===== config.mk =====
export PLATFORM = sky130hd
export DESIGN_NAME = dma_ctrl_s_axi
export DESIGN_NICKNAME = d
export VERILOG_FILES = /design/src/logic/axil_pkg.sv /design/src/logic/dma_regs_pkg.sv /design/src/logic/axil_wr_channel.sv /design/src/logic/axil_rd_channel.sv /design/src/logic/ap_ctrl_regs.sv /design/src/logic/irq_regs.sv /design/src/logic/dma_ptr_regs.sv /design/src/logic/dma_ctrl_s_axi.sv
export SDC_FILE = /design/constraint.sdc
export NUM_CORES = 1
export LEC_CHECK = 0
export ABC_AREA = 0
export BUFFER_PORTS_ARGS = -buffer_cell sky130_fd_sc_hd__buf_2
export CORE_MARGIN = 2
export CORE_UTILIZATION = 56
export DETAILED_ROUTE_END_ITERATION = 8
export PLACE_DENSITY = 0.85
export SETUP_SLACK_MARGIN = 0.3
export SLEW_MARGIN = 20
export SYNTH_ARGS = -nofsm -noshare
export SYNTH_HDL_FRONTEND = slang
export SYNTH_SLANG_ARGS = --single-unit
export TNS_END_PERCENT = 20

===== constraint.sdc =====
create_clock -name ACLK -period 2.9 [get_ports ACLK]
set_clock_uncertainty 0.15 [all_clocks]
set_input_delay 0.29 -clock ACLK [delete_from_list [all_inputs] [get_ports ACLK]]
set_output_delay 0.29 -clock ACLK [all_outputs]
set_load 0.05 [all_outputs]

===== src/logic/axil_pkg.sv =====
/*
 * AXI4-Lite channel types for a 6-bit byte address and 32-bit data.
 * no prot, no burst; the slave only ever answers OKAY
 */
package axil_pkg;

    // ==========================================================
    // widths and response codes
    // ==========================================================
    localparam int AXIL_ADDR_W = 6;
    localparam int AXIL_DATA_W = 32;
    localparam int AXIL_STRB_W = AXIL_DATA_W / 8;

    localparam logic [1:0] AXIL_RESP_OKAY = 2'b00;

    // ==========================================================
    // channel bundles
    // ==========================================================
    // master to slave
    typedef struct packed {
        logic [AXIL_ADDR_W-1:0] awaddr;
        logic                   awvalid;
        logic [AXIL_DATA_W-1:0] wdata;
        logic [AXIL_STRB_W-1:0] wstrb;
        logic                   wvalid;
        logic                   bready;
        logic [AXIL_ADDR_W-1:0] araddr;
        logic                   arvalid;
        logic                   rready;
    } axil_req_t;

    // slave to master
    typedef struct packed {
        logic                   awready;
        logic                   wready;
        logic [1:0]             bresp;
        logic                   bvalid;
        logic                   arready;
        logic [AXIL_DATA_W-1:0] rdata;
        logic [1:0]             rresp;
        logic                   rvalid;
    } axil_rsp_t;

endpackage


===== src/logic/dma_regs_pkg.sv =====
/*
 * register map of the DMA control slave. unmapped addresses decode
 * to an all-zero select, so they read zero and drop writes
 */
package dma_regs_pkg;

    localparam int REG_ADDR_W = 6;
    localparam int REG_DATA_W = 32;
    localparam int DMA_PTR_W  = 32;
    // bit 0 done, bit 1 ready
    localparam int IRQ_SRC_N  = 2;

    // ==========================================================
    // address map
    // ==========================================================
    localparam logic [REG_ADDR_W-1:0] ADDR_AP_CTRL         = 6'h00;
    localparam logic [REG_ADDR_W-1:0] ADDR_GIE             = 6'h04;
    localparam logic [REG_ADDR_W-1:0] ADDR_IER             = 6'h08;
    localparam logic [REG_ADDR_W-1:0] ADDR_ISR             = 6'h0c;
    localparam logic [REG_ADDR_W-1:0] ADDR_RDMA_PARAM_PTR  = 6'h14;
    localparam logic [REG_ADDR_W-1:0] ADDR_RDMA_INFMAP_PTR = 6'h18;
    localparam logic [REG_ADDR_W-1:0] ADDR_WDMA_MEM_PTR    = 6'h1c;

    // one-hot, one bit per mapped register
    typedef struct packed {
        logic ap_ctrl;
        logic gie;
        logic ier;
        logic isr;
        logic param_ptr;
        logic infmap_ptr;
        logic wdma_ptr;
    } reg_sel_t;

    typedef struct packed {
        logic                    valid;
        reg_sel_t                sel;
        logic [REG_DATA_W-1:0]   data;
        logic [REG_DATA_W/8-1:0] strb;
    } reg_wr_t;

    // accept is the AR handshake pulse
    typedef struct packed {
        logic     accept;
        reg_sel_t sel;
    } reg_rd_t;

    // field view of ap_ctrl, msb first
    typedef struct packed {
        logic [21:0] rsvd_hi;
        logic        interrupt;
        logic [2:0]  rsvd_mid;
        logic        wdma_done;
        logic        start_infmap;
        logic        ready;
        logic        idle;
        logic        done;
        logic        start_param;
    } ap_ctrl_bits_t;

    typedef union packed {
        logic [REG_DATA_W-1:0] word;
        ap_ctrl_bits_t         bits;
    } ap_ctrl_word_u;

    typedef struct packed {
        logic [DMA_PTR_W-1:0] param;
        logic [DMA_PTR_W-1:0] infmap;
        logic [DMA_PTR_W-1:0] wdma;
    } dma_ptrs_t;

    // shared by both channels
    function automatic reg_sel_t reg_decode(input logic [REG_ADDR_W-1:0] addr);
        reg_sel_t sel;
        sel            = '0;
        sel.ap_ctrl    = (addr == ADDR_AP_CTRL);
        sel.gie        = (addr == ADDR_GIE);
        sel.ier        = (addr == ADDR_IER);
        sel.isr        = (addr == ADDR_ISR);
        sel.param_ptr  = (addr == ADDR_RDMA_PARAM_PTR);
        sel.infmap_ptr = (addr == ADDR_RDMA_INFMAP_PTR);
        sel.wdma_ptr   = (addr == ADDR_WDMA_MEM_PTR);
        return sel;
    endfunction

endpackage


===== src/logic/axil_wr_channel.sv =====
/*
 * AXI4-Lite write side. AW must come before W, one write in flight,
 * response is always OKAY
 */
`timescale 1ns/1ps

module axil_wr_channel (
    input  logic                   ACLK,
    input  logic                   ARESET,
    input  axil_pkg::axil_req_t    i_req,
    output logic                   o_awready,
    output logic                   o_wready,
    output logic                   o_bvalid,
    output logic [1:0]             o_bresp,
    output dma_regs_pkg::reg_wr_t  o_wr
);
    import axil_pkg::*;
    import dma_regs_pkg::*;

    typedef enum logic [1:0] {WR_RESET, WR_IDLE, WR_DATA, WR_RESP} wr_state_t;

    wr_state_t              state;
    wr_state_t              state_nx;
    logic [AXIL_ADDR_W-1:0] wr_addr;
    logic                   aw_hs;
    logic                   w_hs;

    assign aw_hs = i_req.awvalid && o_awready;
    assign w_hs  = i_req.wvalid && o_wready;

    // ==========================================================
    // write FSM
    // ==========================================================
    always_ff @(posedge ACLK) begin
        if (ARESET) begin
            state <= WR_RESET;
        end else begin
            state <= state_nx;
        end
    end

    always_comb begin
        state_nx = state;
        case (state)
            WR_RESET: state_nx = WR_IDLE;
            WR_IDLE:  if (i_req.awvalid) state_nx = WR_DATA;
            WR_DATA:  if (i_req.wvalid) state_nx = WR_RESP;
            WR_RESP:  if (i_req.bready) state_nx = WR_IDLE;
            default:  state_nx = WR_RESET;
        endcase
    end

    // address held until the W beat arrives
    always_ff @(posedge ACLK) begin
        if (aw_hs) begin
            wr_addr <= i_req.awaddr;
        end
    end

    assign o_awready = (state == WR_IDLE);
    assign o_wready  = (state == WR_DATA);
    assign o_bvalid  = (state == WR_RESP);
    assign o_bresp   = AXIL_RESP_OKAY;

    // request lives only in the W handshake cycle
    assign o_wr.valid = w_hs;
    assign o_wr.sel   = reg_decode(wr_addr);
    assign o_wr.data  = i_req.wdata;
    assign o_wr.strb  = i_req.wstrb;

    // response must not drop before the master takes it
    a_bvalid_hold: assert property (@(posedge ACLK) disable iff (ARESET)
        o_bvalid && !i_req.bready |=> o_bvalid)
        else $error("bvalid dropped without bready");

endmodule


===== src/logic/axil_rd_channel.sv =====
/*
 * AXI4-Lite read side, one cycle of latency. rdata is sampled on the
 * AR handshake and held until rready
 */
`timescale 1ns/1ps

module axil_rd_channel (
    input  logic                              ACLK,
    input  logic                              ARESET,
    input  axil_pkg::axil_req_t               i_req,
    input  logic [axil_pkg::AXIL_DATA_W-1:0]  i_ctrl_word,
    input  logic [axil_pkg::AXIL_DATA_W-1:0]  i_irq_word,
    input  logic [axil_pkg::AXIL_DATA_W-1:0]  i_ptr_word,
    output logic                              o_arready,
    output logic                              o_rvalid,
    output logic [axil_pkg::AXIL_DATA_W-1:0]  o_rdata,
    output logic [1:0]                        o_rresp,
    output dma_regs_pkg::reg_rd_t             o_rd
);
    import axil_pkg::*;
    import dma_regs_pkg::*;

    typedef enum logic [1:0] {RD_RESET, RD_IDLE, RD_DATA} rd_state_t;

    rd_state_t              state;
    rd_state_t              state_nx;
    logic [AXIL_DATA_W-1:0] rdata;
    logic                   ar_hs;
    logic                   r_hs;

    assign ar_hs = i_req.arvalid && o_arready;
    assign r_hs  = o_rvalid && i_req.rready;

    // ==========================================================
    // read FSM
    // ==========================================================
    always_ff @(posedge ACLK) begin
        if (ARESET) begin
            state <= RD_RESET;
        end else begin
            state <= state_nx;
        end
    end

    always_comb begin
        state_nx = state;
        case (state)
            RD_RESET: state_nx = RD_IDLE;
            RD_IDLE:  if (i_req.arvalid) state_nx = RD_DATA;
            RD_DATA:  if (r_hs) state_nx = RD_IDLE;
            default:  state_nx = RD_RESET;
        endcase
    end

    // blocks answer zero when unselected, so OR is the mux
    always_ff @(posedge ACLK) begin
        if (ar_hs) begin
            rdata <= i_ctrl_word | i_irq_word | i_ptr_word;
        end
    end

    // select follows the live araddr
    assign o_rd.accept = ar_hs;
    assign o_rd.sel    = reg_decode(i_req.araddr);

    assign o_arready = (state == RD_IDLE);
    assign o_rvalid  = (state == RD_DATA);
    assign o_rdata   = rdata;
    assign o_rresp   = AXIL_RESP_OKAY;

    a_rdata_hold: assert property (@(posedge ACLK) disable iff (ARESET)
        o_rvalid && !i_req.rready |=> o_rvalid && $stable(o_rdata))
        else $error("read data changed under back-pressure");

endmodule


===== src/logic/ap_ctrl_regs.sv =====
/*
 * ap_ctrl at 0x00. start bits clear on ap_ready, done/ready/wdma_done
 * clear on read; a set in the same cycle wins over the clear
 */
`timescale 1ns/1ps

module ap_ctrl_regs (
    input  logic                                  ACLK,
    input  logic                                  ARESET,
    input  dma_regs_pkg::reg_wr_t                 i_wr,
    input  dma_regs_pkg::reg_rd_t                 i_rd,
    input  logic                                  i_ap_done,
    input  logic                                  i_ap_ready,
    input  logic                                  i_ap_idle,
    input  logic                                  i_ap_wdma_done,
    input  logic                                  i_interrupt,
    output logic                                  o_ap_start_param,
    output logic                                  o_ap_start_infmap,
    output logic [dma_regs_pkg::IRQ_SRC_N-1:0]    o_irq_src,
    output logic [dma_regs_pkg::REG_DATA_W-1:0]   o_rd_word
);
    import dma_regs_pkg::*;

    ap_ctrl_word_u wr_u;
    ap_ctrl_word_u rd_u;
    logic          wr_hit;
    logic          rd_clr;
    logic          done;
    logic          ready;
    logic          wdma_done;
    logic          idle;
    logic          done_evt;
    logic          ready_evt;

    assign wr_u.word = i_wr.data;
    // only byte 0 carries writable bits
    assign wr_hit    = i_wr.valid && i_wr.sel.ap_ctrl && i_wr.strb[0];
    assign rd_clr    = i_rd.accept && i_rd.sel.ap_ctrl;

    // ==========================================================
    // start bits, cleared by the accelerator handshake
    // ==========================================================
    always_ff @(posedge ACLK) begin
        if (ARESET) begin
            o_ap_start_param  <= 1'b0;
            o_ap_start_infmap <= 1'b0;
        end else begin
            if (wr_hit && wr_u.bits.start_param)
                o_ap_start_param <= 1'b1;
            else if (i_ap_ready)
                o_ap_start_param <= 1'b0;
            if (wr_hit && wr_u.bits.start_infmap)
                o_ap_start_infmap <= 1'b1;
            else if (i_ap_ready)
                o_ap_start_infmap <= 1'b0;
        end
    end

    // ==========================================================
    // sticky status and idle
    // ==========================================================
    always_ff @(posedge ACLK) begin
        if (ARESET) begin
            done      <= 1'b0;
            ready     <= 1'b0;
            wdma_done <= 1'b0;
            idle      <= 1'b0;
            done_evt  <= 1'b0;
            ready_evt <= 1'b0;
        end else begin
            done      <= i_ap_done || (done && !rd_clr);
            ready     <= i_ap_ready || (ready && !rd_clr);
            wdma_done <= i_ap_wdma_done || (wdma_done && !rd_clr);
            idle      <= i_ap_idle;
            // events for the ISR
            done_evt  <= i_ap_done;
            ready_evt <= i_ap_ready;
        end
    end

    assign o_irq_src = {ready_evt, done_evt};

    always_comb begin
        rd_u.word              = '0;
        rd_u.bits.start_param  = o_ap_start_param;
        rd_u.bits.done         = done;
        rd_u.bits.idle         = idle;
        rd_u.bits.ready        = ready;
        rd_u.bits.start_infmap = o_ap_start_infmap;
        rd_u.bits.wdma_done    = wdma_done;
        rd_u.bits.interrupt    = i_interrupt;
    end

    assign o_rd_word = i_rd.sel.ap_ctrl ? rd_u.word : '0;

    a_no_start_in_reset: assert property (@(posedge ACLK)
        ARESET |=> !(o_ap_start_param || o_ap_start_infmap))
        else $error("start bit set while in reset");

endmodule


===== src/logic/irq_regs.sv =====
/*
 * GIE, IER and ISR. ISR clears on read; o_interrupt is registered
 * and lags the ISR by one edge
 */
`timescale 1ns/1ps

module irq_regs (
    input  logic                                  ACLK,
    input  logic                                  ARESET,
    input  dma_regs_pkg::reg_wr_t                 i_wr,
    input  dma_regs_pkg::reg_rd_t                 i_rd,
    input  logic [dma_regs_pkg::IRQ_SRC_N-1:0]    i_irq_src,
    output logic                                  o_interrupt,
    output logic [dma_regs_pkg::REG_DATA_W-1:0]   o_rd_word
);
    import dma_regs_pkg::*;

    logic                 gie;
    logic [IRQ_SRC_N-1:0] ier;
    logic [IRQ_SRC_N-1:0] isr;
    logic                 wr_b0;

    assign wr_b0 = i_wr.valid && i_wr.strb[0];

    always_ff @(posedge ACLK) begin
        if (ARESET) begin
            gie         <= 1'b0;
            ier         <= '0;
            isr         <= '0;
            o_interrupt <= 1'b0;
        end else begin
            if (wr_b0 && i_wr.sel.gie)
                gie <= i_wr.data[0];
            if (wr_b0 && i_wr.sel.ier)
                ier <= i_wr.data[IRQ_SRC_N-1:0];
            // enabled source sets, ISR read clears
            for (int i = 0; i < IRQ_SRC_N; i++) begin
                if (ier[i] && i_irq_src[i])
                    isr[i] <= 1'b1;
                else if (i_rd.accept && i_rd.sel.isr)
                    isr[i] <= 1'b0;
            end
            o_interrupt <= gie && (|isr);
        end
    end

    // selects are one-hot, at most one term is live
    assign o_rd_word = ({REG_DATA_W{i_rd.sel.gie}} & REG_DATA_W'(gie))
                     | ({REG_DATA_W{i_rd.sel.ier}} & REG_DATA_W'(ier))
                     | ({REG_DATA_W{i_rd.sel.isr}} & REG_DATA_W'(isr));

    a_gie_gates_irq: assert property (@(posedge ACLK) disable iff (ARESET)
        !gie |=> !o_interrupt)
        else $error("interrupt raised with GIE low");

endmodule


===== src/logic/dma_ptr_regs.sv =====
/*
 * the three DMA base pointers. each byte lane is written only when its
 * strobe is set
 */
`timescale 1ns/1ps

module dma_ptr_regs (
    input  logic                                  ACLK,
    input  logic                                  ARESET,
    input  dma_regs_pkg::reg_wr_t                 i_wr,
    input  dma_regs_pkg::reg_rd_t                 i_rd,
    output dma_regs_pkg::dma_ptrs_t               o_ptrs,
    output logic [dma_regs_pkg::REG_DATA_W-1:0]   o_rd_word
);
    import dma_regs_pkg::*;

    logic [DMA_PTR_W-1:0] mask;

    // strobe bit per byte lane
    always_comb begin
        for (int b = 0; b < DMA_PTR_W / 8; b++) begin
            mask[b*8 +: 8] = {8{i_wr.strb[b]}};
        end
    end

    function automatic logic [DMA_PTR_W-1:0] merge(input logic [DMA_PTR_W-1:0] old);
        return (i_wr.data & mask) | (old & ~mask);
    endfunction

    always_ff @(posedge ACLK) begin
        if (ARESET) begin
            o_ptrs <= '0;
        end else if (i_wr.valid) begin
            if (i_wr.sel.param_ptr)
                o_ptrs.param <= merge(o_ptrs.param);
            if (i_wr.sel.infmap_ptr)
                o_ptrs.infmap <= merge(o_ptrs.infmap);
            if (i_wr.sel.wdma_ptr)
                o_ptrs.wdma <= merge(o_ptrs.wdma);
        end
    end

    assign o_rd_word = ({DMA_PTR_W{i_rd.sel.param_ptr}}  & o_ptrs.param)
                     | ({DMA_PTR_W{i_rd.sel.infmap_ptr}} & o_ptrs.infmap)
                     | ({DMA_PTR_W{i_rd.sel.wdma_ptr}}   & o_ptrs.wdma);

endmodule


===== src/logic/dma_ctrl_s_axi.sv =====
/*
 * AXI4-Lite control slave for the DMA accelerator. no clock enable,
 * no auto-restart; unmapped addresses read zero
 */
`timescale 1ns/1ps

module dma_ctrl_s_axi (
    input  logic                      ACLK,
    input  logic                      ARESET,
    input  axil_pkg::axil_req_t       i_axil,
    output axil_pkg::axil_rsp_t       o_axil,
    input  logic                      i_ap_done,
    input  logic                      i_ap_ready,
    input  logic                      i_ap_idle,
    input  logic                      i_ap_wdma_done,
    output logic                      o_ap_start_param,
    output logic                      o_ap_start_infmap,
    output dma_regs_pkg::dma_ptrs_t   o_ptrs,
    output logic                      o_interrupt
);
    import axil_pkg::*;
    import dma_regs_pkg::*;

    reg_wr_t                wr;
    reg_rd_t                rd;
    logic [AXIL_DATA_W-1:0] ctrl_word;
    logic [AXIL_DATA_W-1:0] irq_word;
    logic [AXIL_DATA_W-1:0] ptr_word;
    logic [IRQ_SRC_N-1:0]   irq_src;

    // ==========================================================
    // bus channels
    // ==========================================================
    axil_wr_channel u_wr (
        .ACLK      (ACLK),
        .ARESET    (ARESET),
        .i_req     (i_axil),
        .o_awready (o_axil.awready),
        .o_wready  (o_axil.wready),
        .o_bvalid  (o_axil.bvalid),
        .o_bresp   (o_axil.bresp),
        .o_wr      (wr)
    );

    axil_rd_channel u_rd (
        .ACLK        (ACLK),
        .ARESET      (ARESET),
        .i_req       (i_axil),
        .i_ctrl_word (ctrl_word),
        .i_irq_word  (irq_word),
        .i_ptr_word  (ptr_word),
        .o_arready   (o_axil.arready),
        .o_rvalid    (o_axil.rvalid),
        .o_rdata     (o_axil.rdata),
        .o_rresp     (o_axil.rresp),
        .o_rd        (rd)
    );

    // ==========================================================
    // register blocks
    // ==========================================================
    ap_ctrl_regs u_ctrl (
        .ACLK              (ACLK),
        .ARESET            (ARESET),
        .i_wr              (wr),
        .i_rd              (rd),
        .i_ap_done         (i_ap_done),
        .i_ap_ready        (i_ap_ready),
        .i_ap_idle         (i_ap_idle),
        .i_ap_wdma_done    (i_ap_wdma_done),
        .i_interrupt       (o_interrupt),
        .o_ap_start_param  (o_ap_start_param),
        .o_ap_start_infmap (o_ap_start_infmap),
        .o_irq_src         (irq_src),
        .o_rd_word         (ctrl_word)
    );

    // interrupt level loops back into ap_ctrl bit 9
    irq_regs u_irq (
        .ACLK        (ACLK),
        .ARESET      (ARESET),
        .i_wr        (wr),
        .i_rd        (rd),
        .i_irq_src   (irq_src),
        .o_interrupt (o_interrupt),
        .o_rd_word   (irq_word)
    );

    dma_ptr_regs u_ptr (
        .ACLK      (ACLK),
        .ARESET    (ARESET),
        .i_wr      (wr),
        .i_rd      (rd),
        .o_ptrs    (o_ptrs),
        .o_rd_word (ptr_word)
    );

endmodule


* Word level (Yosys, flattened, before mapping) *
Cells that the tools add are included.

cells by class
  $add $sub $neg = 0
  multiply operators = 0
  div/mod/pow operators = 0
  magnitude comparators = 0
  eq/ne operators = 21
  shift operators = 0
  mux-type cells = 14
  bitwise logic cells = 20
  reduce and logical (&&, ||, !) cells = 37

operators by type and width
  operator                                                         number
  32-bit bitwise OR                                                9
  32-bit AND                                                       7
  32-bit by 2-bit AND with 32-bit output                           2
  6-bit by 5-bit == test with 1-bit output, second input constant  6
  32-bit by 1-bit AND with 32-bit output                           1
  32-bit inverter                                                  1
  1-bit logical AND                                                19
  6-bit by 4-bit == test with 1-bit output, second input constant  3
  6-bit by 3-bit == test with 1-bit output, second input constant  2
  6-bit logical NOT                                                2
  10-bit 2-to-1 mux                                                1
  2-bit 2-to-1 mux                                                 5
  2-bit inequality test, second input constant                     5
  2-bit case mux with 4 select lines                               1
  2-bit AND reduction                                              4
  2-bit nonzero test                                               4
  2-bit == test, second input constant                             3
  1-bit 2-to-1 mux                                                 6
  2-bit case mux with 3 select lines                               1
  2-bit by 1-bit == test with 1-bit output, second input constant  2
  2-bit logical NOT                                                2
  1-bit logical OR                                                 3
  3-bit AND reduction                                              1
  2-bit OR reduction                                               1
  1-bit logical NOT                                                1

storage, ports and cells
  register bits = 152
  bits in latches = 0
  bits in writable memories = 0
  memory bits (read-only) = 0
  word-level logic and storage cells = 112
  memories kept = 0

* Logic depth before layout (Yosys ltp) *
  depth in word-level cells = 6
  depth in mapped cells = 6

* Cells and area by module *
Synthesis repeated with hierarchy kept, for this count alone.

second synthesis, totals
  cells, all modules = 710
  area, all modules = 7455.9 µm²

modules (own cells, without submodules)
  module           times used  cells each  area an instance (µm²)  seq. area each (µm²)
  dma_ptr_regs     1           427         4366.7                  1921.8
  axil_rd_channel  1           91          1357.6                  1001.0
  axil_wr_channel  1           78          716.9                   220.2
  ap_ctrl_regs     1           56          520.5                   160.2
  irq_regs         1           58          494.2                   120.1

* Worst setup path before layout *
Ideal clock, no wire load.

  kind = reg-to-reg
  start = register u_rd.state[1]
  end = register u_rd.rdata[0] (netlist: u_rd.o_rdata[0]), enable pin
  library setup time = 0.388 ns
  data arrival time = 1.218 ns
  required time = 2.362 ns
  slack = 1.144 ns
  cell stages (with the launch flop) = 3
  path buffers = 0
  cells stage by stage = dfxtp_1 > nand3b_1 > inv_1

between the ends
  word-level cells in the longest chain between the ends = 2

ends and longest elaborated chain
  what                                      line                   RTL
  start, declared                           axil_rd_channel.sv:25  rd_state_t state;
  start signal, assigned                    axil_rd_channel.sv:41  state <= state_nx;
  2-bit by 1-bit == test with 1-bit output  axil_rd_channel.sv:66  assign o_arready = (state == RD_IDLE);
  1-bit logical AND                         axil_rd_channel.sv:31  assign ar_hs = i_req.arvalid && o_arready;
  net u_rd.ar_hs                            axil_rd_channel.sv:28  logic ar_hs;
  end signal, assigned                      axil_rd_channel.sv:58  rdata <= i_ctrl_word | i_irq_word | i_ptr_word;
  end, declared                             axil_rd_channel.sv:27  logic [AXIL_DATA_W-1:0] rdata;

The timed path passes the listed nets, and every way through them passes these cells.
A chain may end at the register's enable or synchronous reset.

==> flow_metrics.tcl <==
set metrics [dict create \
    timing.final.crit_share 0.798 \
    yosysTopAreaCellShare 0.334 \
    syn_to_final_growth_pct 23.5 \
    drv_slew 0 \
    yosys.area.top_type "dfxtp_1" \
    ys_ff_latch 152 \
    drt-wirelength-per-cell_um 18.4 \
    drv_cap 0 \
    holdBufCountCts 11 \
    synthesis.instances 612 \
    seq_area_mm2 0.00342 \
    netlist_area_mm2 0.00683 \
    vias 5373 \
    drc_errors 0 \
    fp.dieW_um 114 \
    cp.arrival_ns 2.51 \
    dp.cells 919 \
    via_per_inst 5.59 \
    cts-buffers-inserted 17 \
    synth_area_per_cell_um2 11.2 \
    clk_latency_ns 0.42 \
    cp_max_fo 14 \
    hold_viol 0 \
    status "complete, no violations" \
    hold_class "in -> reg" \
    design_area_mm2 0.00844 \
    synth-seq-area-share 0.501 \
    first_pass_iters 5 \
    drt-total-wl_mm 17.7 \
    grt_max_degree 138 \
    p_leak_nw 3.94 \
    drt-initial-drc-count 388 \
    dpl_cell_area_mm2 0.00783 \
    place_congestion 0.838 \
    worstPathRequired_ns 3.09 \
    cts_tree "yes" \
    antenna_found_initial 1 \
    cts_max_level 4 \
    grt_use_total 0.274 \
    path_clk_slew_ns 0.06 \
    synth_cell_types 45 \
    synth_edf_count 38 \
    fillers 874 \
    ant_nets 0 \
    ctsResizeCount 0 \
    yosysWarnings 0 \
    root_buffer "clkbuf_16" \
    multiInputGateArea_mm2 0.00317 \
    layout.nets 864 \
    fin_cells 962 \
    dp_hpwl_mm 12.3 \
    async_flop_share 0 \
    core_mm2 0.0120 \
    drive_above_1_share 0.328 \
    port-buffer-count 194 \
    synth_area_leaders "dfxtp_1, edfxtp_1, mux2i_1, nand2b_1, mux2_2" \
    grt_pass1_wl_mm 27.7 \
    vdd_drop_max_v 0.000374 \
    fp.dieArea_mm2 0.0131 \
    dieHeight_um 114 \
    finalSetupViolCount 0 \
    tns_ns 0 \
    start_kind "register" \
    timing.fmax_mhz 432 \
    rsz0062_at_grt "false" \
    cts_sinks 152 \
    io_pins 199 \
    grt_overflow 0 \
    cts_buffer_depth 2 \
    grt_pass1_vias 5556 \
    worstMarginPinSlew_ns 1.02 \
    num_rows 40 \
    max_slew_margin 0.318 \
    start_util 0.571 \
    end_kind "register" \
    dp_slack_ns 0.625 \
    powerDensity_mw_per_mm2 552 \
    post_cts_buffers 0 \
    finalCriticalPeriod_ns 2.31 \
    postLayoutSetupSlackWorst_ns 0.586 \
    ys.flop_type "dfxtp_1" \
    crit_type "reg -> reg" \
]
synthesized netlist by cell type, types with 2 or more instances:
library cell / count
inv_1: 7
a311oi_1: 2
o31ai_1: 2
edfxtp_1: 38
clkbuf_1: 17
ha_1: 3
nor3_1: 7
buf_2: 15
nand2b_1: 135
nand2_1: 5
a22oi_1: 27
buf_4: 9
nor2b_1: 6
nor4b_4: 2
dfxtp_1: 114
nand3_2: 7
mux2i_1: 103
nor2_1: 37
a221o_1: 5
mux2_2: 29
nand4_1: 2
buf_1: 2
a31oi_1: 2
and4_1: 2
and3_1: 5
nand3_1: 4
a21oi_1: 7
critical path, stage by stage, from the launching register on:
cell     delay, ns
dfxtp_1       0.38
ha_1          0.22
and4b_1       0.60
and3_1        0.61
mux2i_1       0.27
metrics by stage:
| stage | total power, mW | hold WS (ns) | util |
|---|---|---|---|
| floorplan | 2.66 | 0.239 | - |
| global placement | 2.76 | 0.282 | 0.655 |
| detailed placement | 2.78 | 0.296 | 0.655 |
| CTS | 4.67 | 0.0258 | 0.705 |
| global route | 4.81 | 0.0329 | 0.706 |
| finish | 4.66 | 0.0341 | 0.706 |
cells by family (layout without fill, tap and decap cells):
| group | after synthesis | count (layout) | synth area share |
|---|---|---|---|
| flip-flops | 152 | 152 | 0.501 |
| other | 1 | 5 | 0.000549 |
| AND/OR/NAND/NOR | 224 | 224 | 0.202 |
| adder cells (fa/ha/maj) | 3 | 3 | 0.00549 |
| buffers and inverters | 51 | 250 | 0.0368 |
| multiplexers | 133 | 133 | 0.202 |
| AO/OA/AOI/OAI | 48 | 48 | 0.0520 |
power breakdown:
part           leakage [nW]  total [mW]  internal [mW]  switching [mW]
registers              1.28        2.26           2.22          0.0356
logic                  2.41       0.495          0.161           0.334
clock network         0.246        1.91           1.10           0.802
placed cells by master, fill, tap and decap left out, drive strengths merged, types with 2 or more instances in the layout:
cell type and n:
conb 4, nor4b 3, edfxtp 38, a311oi 2, nand3 11, nand2b 135
mux2i 103, clkinv 4, nor2 37, dfxtp 114, nor3 7, clkbuf 26
dlygate4sd3 11, a21oi 7, nor2b 6, a31oi 2, inv 8, ha 3
a221o 5, and4 2, o31ai 2, buf 201, mux2 29, a22oi 27
nand4 2, and3 5, nor4 2, nand2 5
cell type report:
| cell class | count | area share |
|---|---|---|
| Timing Repair Buffer | 212 | 0.135 |
| Tap cell | 147 | 0.0218 |
| Clock inverter | 5 | 0.00311 |
| Clock buffer | 26 | 0.0556 |
| Multi-Input combinational cell | 412 | 0.376 |
| Sequential cell | 152 | 0.406 |
| Inverter | 7 | 0.00311 |
| Antenna cell | 1 | 0.000297 |
worst paths after layout:
path,startpoint,endpoint,slack (ns),cells after the start
setup / recovery,u_wr.state[1]$_SDFFE_PP0P_,register,0.59,4
hold / removal,i_axil[14],u_ctrl.o_ap_start_param$_SDFFE_PP0P_,0.03,3
setup reg to reg,u_wr.state[1]$_SDFFE_PP0P_,register,0.59,4
hold reg to reg,u_ctrl.ready_evt$_SDFF_PP0_,u_irq.isr[1]$_SDFFE_PP0P_,0.31,2
per-layer routing:
layer / part of all wire / up-vias / track usage / wire length, um
met2: 0.50 / 207 / 0.457 / 8880
met3: 0.064 / 32 / 0.0603 / 1120
li1: - / 2523 / - / -
met5: 0 / - / 0 / 0
met1: 0.41 / 2611 / 0.336 / 7300
met4: 0.021 / 0 / 0.132 / 367
(Power assumes the default switching activity.)
